--- config.mk ---
export PLATFORM = sky130hd
export DESIGN_NAME = mipsPipe
export DESIGN_NICKNAME = d
export VERILOG_FILES = /design/src/mipsPkg.sv /design/src/regFile.sv /design/src/decodeStage.sv /design/src/forwardUnit.sv /design/src/execStage.sv /design/src/memStage.sv /design/src/mipsPipe.sv
export SDC_FILE = /design/constraint.sdc
export NUM_CORES = 2
export LEC_CHECK = 0
export BUFFER_PORTS_ARGS = -buffer_cell sky130_fd_sc_hd__buf_2
export CAP_MARGIN = 30
export CORE_MARGIN = 4
export CORE_UTILIZATION = 25
export CTS_BUF_LIST = sky130_fd_sc_hd__clkbuf_8
export DETAILED_ROUTE_END_ITERATION = 10
export HOLD_SLACK_MARGIN = 0.06
export PLACE_DENSITY = 0.5
export SETUP_SLACK_MARGIN = 0.02
export SLEW_MARGIN = 20
export SYNTH_ARGS = -nofsm -noshare
export SYNTH_HDL_FRONTEND = slang
export SYNTH_HIERARCHICAL = 1
export SYNTH_SLANG_ARGS = --single-unit
--- constraint.sdc ---
create_clock -name clk -period 5.06 [get_ports clk]
set_input_delay 0 -clock clk [delete_from_list [all_inputs] [get_ports clk]]
set_output_delay 0 -clock clk [all_outputs]
set_load 0.02 [all_outputs]
--- src/mipsPkg.sv ---
package mipsPkg;

	////////////////////////////////////////////////////////////
	// Widths
	////////////////////////////////////////////////////////////

	// Datapath word
	localparam int DATA_W = 32;
	// Register address, five bits for 32 registers
	localparam int REG_AW = 5;
	// Register count derived from the address width
	localparam int REG_N = 1 << REG_AW;

	////////////////////////////////////////////////////////////
	// Instruction encodings
	////////////////////////////////////////////////////////////

	// Primary opcode, instr[31:26]
	typedef enum logic [5:0] {
		RTYPE = 6'h00,
		ADDI  = 6'h08,
		ANDI  = 6'h0c,
		ORI   = 6'h0d,
		LW    = 6'h23,
		SW    = 6'h2b
	} opcodeT;

	// R-type function field, instr[5:0]
	typedef enum logic [5:0] {
		ADD = 6'h20,
		SUB = 6'h22,
		AND = 6'h24,
		OR  = 6'h25,
		SLT = 6'h2a
	} functT;

	////////////////////////////////////////////////////////////
	// Internal control codes
	////////////////////////////////////////////////////////////

	// ALU operation carried from decode to execute
	typedef enum logic [2:0] {
		ALU_ADD,
		ALU_SUB,
		ALU_AND,
		ALU_OR,
		ALU_SLT
	} aluOpT;

	// Operand source select; memory stage beats writeback
	typedef enum logic [1:0] {
		FWD_REG = 2'b00,
		FWD_WB  = 2'b01,
		FWD_MEM = 2'b10
	} fwdSelT;

endpackage

--- src/regFile.sv ---
`timescale 1ns/10ps

module regFile
(
	input  logic                        clk,
	input  logic                        rst,
	input  logic [mipsPkg::REG_AW-1:0]  ra1,
	input  logic [mipsPkg::REG_AW-1:0]  ra2,
	output logic [mipsPkg::DATA_W-1:0]  rd1,
	output logic [mipsPkg::DATA_W-1:0]  rd2,
	input  logic                        we,
	input  logic [mipsPkg::REG_AW-1:0]  wa,
	input  logic [mipsPkg::DATA_W-1:0]  wd
);

	// Register storage
	logic [mipsPkg::DATA_W-1:0] regs [mipsPkg::REG_N];

	// One read port: r0 is hard zero, then write-through bypass
	function automatic logic [mipsPkg::DATA_W-1:0] readPort(
		input logic [mipsPkg::REG_AW-1:0] addr
	);
		if (addr == '0)
			return '0;
		else if (we && (wa == addr))
			return wd;
		else
			return regs[addr];
	endfunction

	// Write port, r0 never written
	always_ff @(posedge clk)
	begin
		if (rst)
		begin
			for (int i = 0; i < mipsPkg::REG_N; i++)
				regs[i] <= '0;
		end
		else if (we && (wa != '0))
			regs[wa] <= wd;
	end

	// Both read ports share the same logic
	always_comb
	begin
		rd1 = readPort(ra1);
		rd2 = readPort(ra2);
	end

endmodule

--- src/decodeStage.sv ---
`timescale 1ns/10ps

module decodeStage
(
	input  logic                        clk,
	input  logic                        rst,
	input  logic                        instValid,
	input  logic [mipsPkg::DATA_W-1:0]  instr,
	// Register file read
	output logic [mipsPkg::REG_AW-1:0]  ra1,
	output logic [mipsPkg::REG_AW-1:0]  ra2,
	input  logic [mipsPkg::DATA_W-1:0]  rd1,
	input  logic [mipsPkg::DATA_W-1:0]  rd2,
	// Execute stage fields
	output logic                        validE,
	output mipsPkg::aluOpT              aluOpE,
	output logic                        aluSrcE,
	output logic                        regDstE,
	output logic                        memReadE,
	output logic                        memWriteE,
	output logic                        regWriteE,
	output logic [mipsPkg::DATA_W-1:0]  rd1E,
	output logic [mipsPkg::DATA_W-1:0]  rd2E,
	output logic [mipsPkg::REG_AW-1:0]  rsE,
	output logic [mipsPkg::REG_AW-1:0]  rtE,
	output logic [mipsPkg::REG_AW-1:0]  rdE,
	output logic [mipsPkg::DATA_W-1:0]  signImmE
);

	////////////////////////////////////////////////////////////
	// Field split
	////////////////////////////////////////////////////////////

	mipsPkg::opcodeT            opcode;
	mipsPkg::functT             funct;
	logic [mipsPkg::REG_AW-1:0] rs;
	logic [mipsPkg::REG_AW-1:0] rt;
	logic [mipsPkg::REG_AW-1:0] rd;
	logic [15:0]                imm;

	assign opcode = mipsPkg::opcodeT'(instr[31:26]);
	assign funct  = mipsPkg::functT'(instr[5:0]);
	assign rs     = instr[25:21];
	assign rt     = instr[20:16];
	assign rd     = instr[15:11];
	assign imm    = instr[15:0];

	// rs and rt go straight to the register file
	assign ra1 = rs;
	assign ra2 = rt;

	////////////////////////////////////////////////////////////
	// Control decode
	////////////////////////////////////////////////////////////

	mipsPkg::aluOpT              aluOp;
	logic                        aluSrc;
	logic                        regDst;
	logic                        memRead;
	logic                        memWrite;
	logic                        regWrite;
	logic                        zeroExt;
	logic [mipsPkg::DATA_W-1:0]  signImm;

	always_comb
	begin
		// Defaults: no side effects, add
		aluOp    = mipsPkg::ALU_ADD;
		aluSrc   = 1'b0;
		regDst   = 1'b0;
		memRead  = 1'b0;
		memWrite = 1'b0;
		regWrite = 1'b0;
		zeroExt  = 1'b0;
		case (opcode)
			mipsPkg::RTYPE:
			begin
				regDst   = 1'b1;
				regWrite = 1'b1;
				case (funct)
					mipsPkg::ADD: aluOp = mipsPkg::ALU_ADD;
					mipsPkg::SUB: aluOp = mipsPkg::ALU_SUB;
					mipsPkg::AND: aluOp = mipsPkg::ALU_AND;
					mipsPkg::OR:  aluOp = mipsPkg::ALU_OR;
					mipsPkg::SLT: aluOp = mipsPkg::ALU_SLT;
					// unknown function acts as a no-op
					default:      regWrite = 1'b0;
				endcase
			end
			mipsPkg::ADDI:
			begin
				aluSrc   = 1'b1;
				regWrite = 1'b1;
			end
			mipsPkg::ANDI:
			begin
				aluOp    = mipsPkg::ALU_AND;
				aluSrc   = 1'b1;
				regWrite = 1'b1;
				zeroExt  = 1'b1;
			end
			mipsPkg::ORI:
			begin
				aluOp    = mipsPkg::ALU_OR;
				aluSrc   = 1'b1;
				regWrite = 1'b1;
				zeroExt  = 1'b1;
			end
			mipsPkg::LW:
			begin
				aluSrc   = 1'b1;
				memRead  = 1'b1;
				regWrite = 1'b1;
			end
			mipsPkg::SW:
			begin
				aluSrc   = 1'b1;
				memWrite = 1'b1;
			end
			default:
				aluOp = mipsPkg::ALU_ADD;
		endcase
	end

	// Logic ops take the immediate unsigned
	assign signImm = zeroExt ? {{(mipsPkg::DATA_W-16){1'b0}}, imm}
	                         : {{(mipsPkg::DATA_W-16){imm[15]}}, imm};

	////////////////////////////////////////////////////////////
	// Decode to execute register
	////////////////////////////////////////////////////////////

	// Control bits, qualified by the strobe
	always_ff @(posedge clk)
	begin
		if (rst)
		begin
			validE    <= 1'b0;
			aluOpE    <= mipsPkg::ALU_ADD;
			aluSrcE   <= 1'b0;
			regDstE   <= 1'b0;
			memReadE  <= 1'b0;
			memWriteE <= 1'b0;
			regWriteE <= 1'b0;
		end
		else
		begin
			validE    <= instValid;
			aluOpE    <= aluOp;
			aluSrcE   <= aluSrc;
			regDstE   <= regDst;
			memReadE  <= instValid & memRead;
			memWriteE <= instValid & memWrite;
			regWriteE <= instValid & regWrite;
		end
	end

	// Operands and register numbers
	always_ff @(posedge clk)
	begin
		rd1E     <= rd1;
		rd2E     <= rd2;
		rsE      <= rs;
		rtE      <= rt;
		rdE      <= rd;
		signImmE <= signImm;
	end

endmodule

--- src/forwardUnit.sv ---
`timescale 1ns/10ps

module forwardUnit
(
	input  logic [mipsPkg::REG_AW-1:0]  rsE,
	input  logic [mipsPkg::REG_AW-1:0]  rtE,
	input  logic                        regWriteM,
	input  logic [mipsPkg::REG_AW-1:0]  writeRegM,
	input  logic                        regWriteW,
	input  logic [mipsPkg::REG_AW-1:0]  writeRegW,
	output mipsPkg::fwdSelT             forwardAE,
	output mipsPkg::fwdSelT             forwardBE
);

	// Hazard check for one source register
	function automatic mipsPkg::fwdSelT fwdSel(
		input logic [mipsPkg::REG_AW-1:0] src
	);
		// r0 is constant, never forwarded
		if (src == '0)
			return mipsPkg::FWD_REG;
		// Youngest producer first
		else if (regWriteM && (writeRegM == src))
			return mipsPkg::FWD_MEM;
		else if (regWriteW && (writeRegW == src))
			return mipsPkg::FWD_WB;
		else
			return mipsPkg::FWD_REG;
	endfunction

	// Same rule on both operands
	always_comb
	begin
		forwardAE = fwdSel(rsE);
		forwardBE = fwdSel(rtE);
	end

endmodule

--- src/execStage.sv ---
`timescale 1ns/10ps

module execStage
(
	input  logic                        clk,
	input  logic                        rst,
	// Execute stage fields
	input  logic                        validE,
	input  mipsPkg::aluOpT              aluOpE,
	input  logic                        aluSrcE,
	input  logic                        regDstE,
	input  logic                        memReadE,
	input  logic                        memWriteE,
	input  logic                        regWriteE,
	input  logic [mipsPkg::DATA_W-1:0]  rd1E,
	input  logic [mipsPkg::DATA_W-1:0]  rd2E,
	input  logic [mipsPkg::REG_AW-1:0]  rtE,
	input  logic [mipsPkg::REG_AW-1:0]  rdE,
	input  logic [mipsPkg::DATA_W-1:0]  signImmE,
	// Writeback value for forwarding
	input  logic [mipsPkg::DATA_W-1:0]  resultW,
	input  mipsPkg::fwdSelT             forwardAE,
	input  mipsPkg::fwdSelT             forwardBE,
	// Memory stage fields
	output logic                        validM,
	output logic                        memReadM,
	output logic                        memWriteM,
	output logic                        regWriteM,
	output logic [mipsPkg::DATA_W-1:0]  aluOutM,
	output logic [mipsPkg::DATA_W-1:0]  writeDataM,
	output logic [mipsPkg::REG_AW-1:0]  writeRegM
);

	logic [mipsPkg::DATA_W-1:0] srcAE;
	logic [mipsPkg::DATA_W-1:0] writeDataE;
	logic [mipsPkg::DATA_W-1:0] srcBE;
	logic [mipsPkg::DATA_W-1:0] aluOutE;
	logic [mipsPkg::REG_AW-1:0] writeRegE;
	logic                       lessThan;

	////////////////////////////////////////////////////////////
	// Operand selection
	////////////////////////////////////////////////////////////

	// Register value, or a newer one still in flight
	function automatic logic [mipsPkg::DATA_W-1:0] fwdMux(
		input mipsPkg::fwdSelT            sel,
		input logic [mipsPkg::DATA_W-1:0] regVal
	);
		case (sel)
			mipsPkg::FWD_MEM: return aluOutM;
			mipsPkg::FWD_WB:  return resultW;
			default:          return regVal;
		endcase
	endfunction

	always_comb
	begin
		srcAE      = fwdMux(forwardAE, rd1E);
		// Forwarded rt is also the store data
		writeDataE = fwdMux(forwardBE, rd2E);
	end

	// Immediate replaces operand B
	assign srcBE = aluSrcE ? signImmE : writeDataE;

	// R-type writes rd, immediate forms write rt
	assign writeRegE = regDstE ? rdE : rtE;

	////////////////////////////////////////////////////////////
	// ALU
	////////////////////////////////////////////////////////////

	// Signed compare for slt
	assign lessThan = $signed(srcAE) < $signed(srcBE);

	always_comb
	begin
		case (aluOpE)
			mipsPkg::ALU_ADD: aluOutE = srcAE + srcBE;
			mipsPkg::ALU_SUB: aluOutE = srcAE - srcBE;
			mipsPkg::ALU_AND: aluOutE = srcAE & srcBE;
			mipsPkg::ALU_OR:  aluOutE = srcAE | srcBE;
			mipsPkg::ALU_SLT: aluOutE = {{(mipsPkg::DATA_W-1){1'b0}}, lessThan};
			default:          aluOutE = '0;
		endcase
	end

	////////////////////////////////////////////////////////////
	// Execute to memory register
	////////////////////////////////////////////////////////////

	// Control, dropped for bubbles
	always_ff @(posedge clk)
	begin
		if (rst)
		begin
			validM    <= 1'b0;
			memReadM  <= 1'b0;
			memWriteM <= 1'b0;
			regWriteM <= 1'b0;
		end
		else
		begin
			validM    <= validE;
			memReadM  <= validE & memReadE;
			memWriteM <= validE & memWriteE;
			regWriteM <= validE & regWriteE;
		end
	end

	// Payload
	always_ff @(posedge clk)
	begin
		aluOutM    <= aluOutE;
		writeDataM <= writeDataE;
		writeRegM  <= writeRegE;
	end

endmodule

--- src/memStage.sv ---
`timescale 1ns/10ps

module memStage
#(
	parameter int dmemWords = 64
)
(
	input  logic                        clk,
	input  logic                        rst,
	// Memory stage fields
	input  logic                        validM,
	input  logic                        memReadM,
	input  logic                        memWriteM,
	input  logic                        regWriteM,
	input  logic [mipsPkg::DATA_W-1:0]  aluOutM,
	input  logic [mipsPkg::DATA_W-1:0]  writeDataM,
	input  logic [mipsPkg::REG_AW-1:0]  writeRegM,
	// Writeback fields
	output logic                        regWriteW,
	output logic [mipsPkg::REG_AW-1:0]  writeRegW,
	output logic [mipsPkg::DATA_W-1:0]  resultW
);

	// Word index width, at least one bit
	localparam int idxW = (dmemWords > 1) ? $clog2(dmemWords) : 1;

	logic [mipsPkg::DATA_W-1:0] dmem [dmemWords];
	logic [idxW-1:0]            wordIdx;
	logic [mipsPkg::DATA_W-1:0] loadData;

	////////////////////////////////////////////////////////////
	// Data memory
	////////////////////////////////////////////////////////////

	// Word address wraps at the depth
	assign wordIdx = aluOutM[idxW-1:0];

	// Store on a valid sw only
	always_ff @(posedge clk)
	begin
		if (validM && memWriteM)
			dmem[wordIdx] <= writeDataM;
	end

	// Asynchronous read
	assign loadData = dmem[wordIdx];

	////////////////////////////////////////////////////////////
	// Memory to writeback register
	////////////////////////////////////////////////////////////

	// Writes to r0 retire silently
	always_ff @(posedge clk)
	begin
		if (rst)
			regWriteW <= 1'b0;
		else
			regWriteW <= validM & regWriteM & (writeRegM != '0);
	end

	// Load data or ALU result
	always_ff @(posedge clk)
	begin
		writeRegW <= writeRegM;
		resultW   <= memReadM ? loadData : aluOutM;
	end

endmodule

--- src/mipsPipe.sv ---
`timescale 1ns/10ps

module mipsPipe
#(
	parameter int dmemWords = 64
)
(
	input  logic                        clk,
	input  logic                        rst,
	input  logic                        instValid,
	input  logic [mipsPkg::DATA_W-1:0]  instr,
	// Retiring register write
	output logic                        wbValid,
	output logic [mipsPkg::REG_AW-1:0]  wbReg,
	output logic [mipsPkg::DATA_W-1:0]  wbData
);

	// Register file read
	logic [mipsPkg::REG_AW-1:0] ra1;
	logic [mipsPkg::REG_AW-1:0] ra2;
	logic [mipsPkg::DATA_W-1:0] rd1;
	logic [mipsPkg::DATA_W-1:0] rd2;

	// Execute stage
	logic                       validE;
	mipsPkg::aluOpT             aluOpE;
	logic                       aluSrcE;
	logic                       regDstE;
	logic                       memReadE;
	logic                       memWriteE;
	logic                       regWriteE;
	logic [mipsPkg::DATA_W-1:0] rd1E;
	logic [mipsPkg::DATA_W-1:0] rd2E;
	logic [mipsPkg::REG_AW-1:0] rsE;
	logic [mipsPkg::REG_AW-1:0] rtE;
	logic [mipsPkg::REG_AW-1:0] rdE;
	logic [mipsPkg::DATA_W-1:0] signImmE;
	mipsPkg::fwdSelT            forwardAE;
	mipsPkg::fwdSelT            forwardBE;

	// Memory stage
	logic                       validM;
	logic                       memReadM;
	logic                       memWriteM;
	logic                       regWriteM;
	logic [mipsPkg::DATA_W-1:0] aluOutM;
	logic [mipsPkg::DATA_W-1:0] writeDataM;
	logic [mipsPkg::REG_AW-1:0] writeRegM;

	////////////////////////////////////////////////////////////
	// Stages
	////////////////////////////////////////////////////////////

	// Writeback fields double as the top-level outputs
	regFile uRegFile (
		.clk (clk),
		.rst (rst),
		.ra1 (ra1),
		.ra2 (ra2),
		.rd1 (rd1),
		.rd2 (rd2),
		.we  (wbValid),
		.wa  (wbReg),
		.wd  (wbData)
	);

	decodeStage uDecode (
		.clk       (clk),
		.rst       (rst),
		.instValid (instValid),
		.instr     (instr),
		.ra1       (ra1),
		.ra2       (ra2),
		.rd1       (rd1),
		.rd2       (rd2),
		.validE    (validE),
		.aluOpE    (aluOpE),
		.aluSrcE   (aluSrcE),
		.regDstE   (regDstE),
		.memReadE  (memReadE),
		.memWriteE (memWriteE),
		.regWriteE (regWriteE),
		.rd1E      (rd1E),
		.rd2E      (rd2E),
		.rsE       (rsE),
		.rtE       (rtE),
		.rdE       (rdE),
		.signImmE  (signImmE)
	);

	forwardUnit uForward (
		.rsE       (rsE),
		.rtE       (rtE),
		.regWriteM (regWriteM),
		.writeRegM (writeRegM),
		.regWriteW (wbValid),
		.writeRegW (wbReg),
		.forwardAE (forwardAE),
		.forwardBE (forwardBE)
	);

	execStage uExec (
		.clk        (clk),
		.rst        (rst),
		.validE     (validE),
		.aluOpE     (aluOpE),
		.aluSrcE    (aluSrcE),
		.regDstE    (regDstE),
		.memReadE   (memReadE),
		.memWriteE  (memWriteE),
		.regWriteE  (regWriteE),
		.rd1E       (rd1E),
		.rd2E       (rd2E),
		.rtE        (rtE),
		.rdE        (rdE),
		.signImmE   (signImmE),
		.resultW    (wbData),
		.forwardAE  (forwardAE),
		.forwardBE  (forwardBE),
		.validM     (validM),
		.memReadM   (memReadM),
		.memWriteM  (memWriteM),
		.regWriteM  (regWriteM),
		.aluOutM    (aluOutM),
		.writeDataM (writeDataM),
		.writeRegM  (writeRegM)
	);

	memStage #(
		.dmemWords (dmemWords)
	) uMem (
		.clk        (clk),
		.rst        (rst),
		.validM     (validM),
		.memReadM   (memReadM),
		.memWriteM  (memWriteM),
		.regWriteM  (regWriteM),
		.aluOutM    (aluOutM),
		.writeDataM (writeDataM),
		.writeRegM  (writeRegM),
		.regWriteW  (wbValid),
		.writeRegW  (wbReg),
		.resultW    (wbData)
	);

endmodule

==> impl_results.md <==
- Total of buffers placed on input and output ports: 72
- Number of antenna violations at the first check in global routing: 73
- Buffer cell driving the clock tree root: sky130_fd_sc_hd__clkbuf_8
- Area growth from synthesis to layout: 19.16%
- Period utilisation layout: 100.7%
- Std-Cell Rows: 279
- Clock insertion delay at the later pin of the skew report: 1.27 ns
- Hold Violations, Final: 0
- Synthesized instance count: 9267
- Max Freq: 0.1962 GHz
- Global placer's final weighted congestion: 0.9683
- Unrepaired setup endpoints after global routing: true
- Post-layout net count: 10370
- Transition time at the pin with the least slew margin: 1.156 ns
- Mux contribution to synthesized area: 13.33%
- Most frequent cells in the layout: sky130_fd_sc_hd__edfxtp_1, sky130_fd_sc_hd__and2_1, sky130_fd_sc_hd__buf_4, sky130_fd_sc_hd__clkbuf_8, sky130_fd_sc_hd__mux4_2
- Mapped Avg Cell Area: 15.65 sq um
- Synthesized-area fraction occupied by ao, oa, aoi and oai cells: 8.795%
- DRT iter0 DRCs: 13530
- Total overflow reported by the global router: 0
- Total wire length: 582700 microns
- Synth Flop Type: sky130_fd_sc_hd__edfxtp_1
- Detailed-routing iteration count for the pre-antenna-repair pass: 7
- TritonCTS clock tree: yes
- Arrival time of data at the critical path endpoint: 6.24 ns
- Simple-Gate Fraction of Synth Area: 7.050%
- Wire length of the first global-routing pass: 789600 microns
- R2R depth: 23
- Final Max Tran Viols: 0
- IO Pins: 73
- Cell count after placement: 17260
- Core utilization of the finished layout: 29.91%
- Ys async rst share: 0%
- Register bit total from synthesis: 3283
- HP Class: in -> reg
- Chip Height: 769.6 microns
- Final non-filler cell total: 18380
- Static leakage: 59.49 nW
- Hold path cells: 3
- Number of max-cap violations: 0
- Total Routing Usage GR: 18.91%
- Main combinational cell family by area after synthesis: multiplexers
- CP most frequent cell: sky130_fd_sc_hd__buf_4
- Worst setup timing slack at the placement stage: -0.4089 ns
- Post-synthesis share of cell area spent on xor and xnor gates: 0.3322%
- Fraction of final layout cells sized beyond drive strength 1: 27.25%
- Largest net degree at the start of global routing: 91
- Total Die Area: 592400 sq um
- Via count: 94810
- Run status: complete, but fails checks
- Proportion of synthesized chip area in sequential cells: 66.52%
- Adder-cell share of the synthesized area: 1.003%
- Most common cell after layout, fill and taps aside: sky130_fd_sc_hd__edfxtp_1
- Number of distinct library cells after synthesis: 97
- Worst slew margin relative to its limit: 22.95%
- Worst path setup slack after routing: -0.03655 ns
- Starting Density: 25.10%
- Die W: 769.6 microns
- Clock tree buffer depth: 4
- Startpoint-to-endpoint class of the critical path: reg -> reg
- Clock-pin slew of the registers on the worst-case setup and hold paths: 0.05 ns
- Detailed placer's ending HPWL: 370200 microns
- Via density per instance: 5.157
- # setup viols final: 2
- Slack of the worst reg-to-reg path: -0.04 ns
- Cell type of the slowest stage on the worst timing path: sky130_fd_sc_hd__or4_4
- Family with the most delay on the worst path: simple AND/OR/NAND/NOR gates
- Number of nets with antenna violations after detailed routing: 0
- Crit start category: flip-flop
- Total clock buffers created by CTS: 539
- Largest stage delay on the critical path: 0.55 ns
- Power per standard cell area: 432.6 nW/um^2
- Violations in the final reports: setup timing
- WHS Endpoint: uDecode/rsE[4]
- Post-place instance area: 160700 sq um
- Total clock sinks: 3283
- Number of flops mapped to enable cells by yosys: 3072
- Required time reported for the critical path endpoint: 6.20 ns
- Startpoint of the lowest-slack register-to-register path: uDecode/rtE[2]
- Worst-case clock skew: 0.1274 ns
- Netlist area before placement: 145000 sq um
- Vias in the first global route: 91190
- Reg2Reg Capture Point: uExec/aluOutM[30]
- Average routed wire per standard cell: 31.69 microns
- Crit. End Element: flip-flop
- # H-tree levels: 6
- Chain of cells forming the critical path: or4_4, nor2_4, nor2_1, buf_4, buf_6, ha_4, buf_16, buf_4, a21oi_2, o21a_2, buf_4, fa_2, and2b_2, o2111ai_4, a21boi_4, nor4b_4, buf_4, o31ai_4, or3b_4, a211oi_4, o22ai_2, xor2_1, a21oi_1
- Final period demand of the worst path: 5.097 ns
- Worst hold start: instr[25]
- Residual DRC count: 0
- Core Box Area: 577700 sq um
- Worst voltage drop across the vdd grid: 264.6 uV
- Yosys synthesis warning count: 6
- Highest fanout seen on the critical path: 9
- Buf+Inv Stages, Crit Path: 6
- Post-route standard cell area excluding fillers: 172800 sq um
-- flip-flops by register name, indices dropped and copies added, names as in the netlist, 4 cells and up --
| signal | cells |
|---|---|
| uMem/dmem | 2048 |
| uDecode/rdE | 4 |
| uRegFile/regs | 1024 |
| uMem/resultW | 32 |
| uDecode/rsE | 5 |
| uDecode/rd1E | 32 |
| uDecode/rd2E | 32 |
| uDecode/rtE | 5 |
| uExec/writeRegM | 5 |
| uMem/writeRegW | 5 |
| uDecode/signImmE | 13 |
| uExec/writeDataM | 32 |
| uExec/aluOutM | 32 |
-- final cells by class --
class                      count  area [sq um]
timing repair buffer        1178         10050
fill                       57310        404900
antenna                       34         85.08
multi-input combinational   5057         46070
sequential                  3283         96560
clock inverter               383          1991
inverter                     157         601.8
tap                         7727          9668
clock buffer                 565          7776
-- per-layer routing --
layer | up-vias | track usage (%) | part of all wire (%)
li1 | 38460 | - | -
met2 | 5302 | 28.46 | 44
met4 | 24 | 7.724 | 4.5
met1 | 50030 | 26.29 | 42
met5 | - | 0 | 0.027
met3 | 993 | 4.264 | 10
-- how the worst max path moves through the flow --
stage / startpoint / cells past startpoint / endpoint
6_report: uDecode/rtE[2] / 23 / uExec/aluOutM[30]
4_1_cts: uExec/writeRegM[4] / 25 / uExec/aluOutM[26]
3_3_place_gp: uDecode/rtE[4] / 23 / uExec/aluOutM[30]
5_1_grt: uExec/writeRegM[0] / 26 / uExec/aluOutM[30]
3_5_place_dp: uDecode/rtE[4] / 24 / uExec/aluOutM[31]
2_1_floorplan: uMem/writeRegW[1] / 22 / uExec/aluOutM[28]
-- report_power, final --
part | switching [mW] | internal, mW | total (mW)
Clock | 11.4 | 10.7 | 22.0
Combinational | 14.2 | 6.52 | 20.8
Sequential | 1.14 | 30.8 | 32.0
Total | 26.7 | 48.0 | 74.8
-- timing repair --
item | 4_1_cts | 5_1_grt
endpoints found under the hold margin | 226 | 0
endpoints found under the setup margin | 17 | 18
hold buffers | 84 | 0
gates cloned | 2 | 0
gates resized for setup | 105 | 100
setup buffers | 39 | 15
pin swaps | 50 | 43
-- worst min-delay path: stages --
cell and delay [ns]:
sky130_fd_sc_hd__dlygate4sd3_1 0.60, sky130_fd_sc_hd__buf_4 0.30, sky130_fd_sc_hd__buf_4 0.32
-- cells in the mapped netlist, types with 145 or more instances --
library cell               number  share of area [%]
sky130_fd_sc_hd__edfxtp_1    3072                 64
sky130_fd_sc_hd__and2_1      1010                4.4
sky130_fd_sc_hd__mux4_2       562                8.7
sky130_fd_sc_hd__mux2i_1      502                3.5
sky130_fd_sc_hd__clkbuf_1     441                1.1
sky130_fd_sc_hd__nor2_1       349               0.90
sky130_fd_sc_hd__a22oi_1      344                1.8
sky130_fd_sc_hd__a21oi_1      307                1.1
sky130_fd_sc_hd__o21ai_0      245               0.85
sky130_fd_sc_hd__nand2_1      240               0.62
sky130_fd_sc_hd__a221oi_1     214                1.3
sky130_fd_sc_hd__dfxtp_1      211                2.9
sky130_fd_sc_hd__buf_2        182               0.63
sky130_fd_sc_hd__inv_1        154               0.40
sky130_fd_sc_hd__mux2_2       145                1.1
-- through the flow --
step                      hold WS (ns)  total power, mW   TNS, ns
after detailed placement        0.1117            52.41    -3.916
after CTS                      0.08617            74.55  -0.07522
final                           0.2330            74.76  -0.05734
after floorplan                0.02772            41.05         0
after global routing            0.1580            76.76    -1.113
after global placement          0.1056            52.35    -4.641
-- cell families after synthesis --
family                   Yosys count
XOR/XNOR                          55
buffers and inverters            958
flip-flops                      3283
multiplexers                    1210
other                              1
AND/OR/NAND/NOR                 1863
AO/OA/AOI/OAI                   1782
adder cells (fa/ha/maj)          115
(Power assumes the default switching activity.)
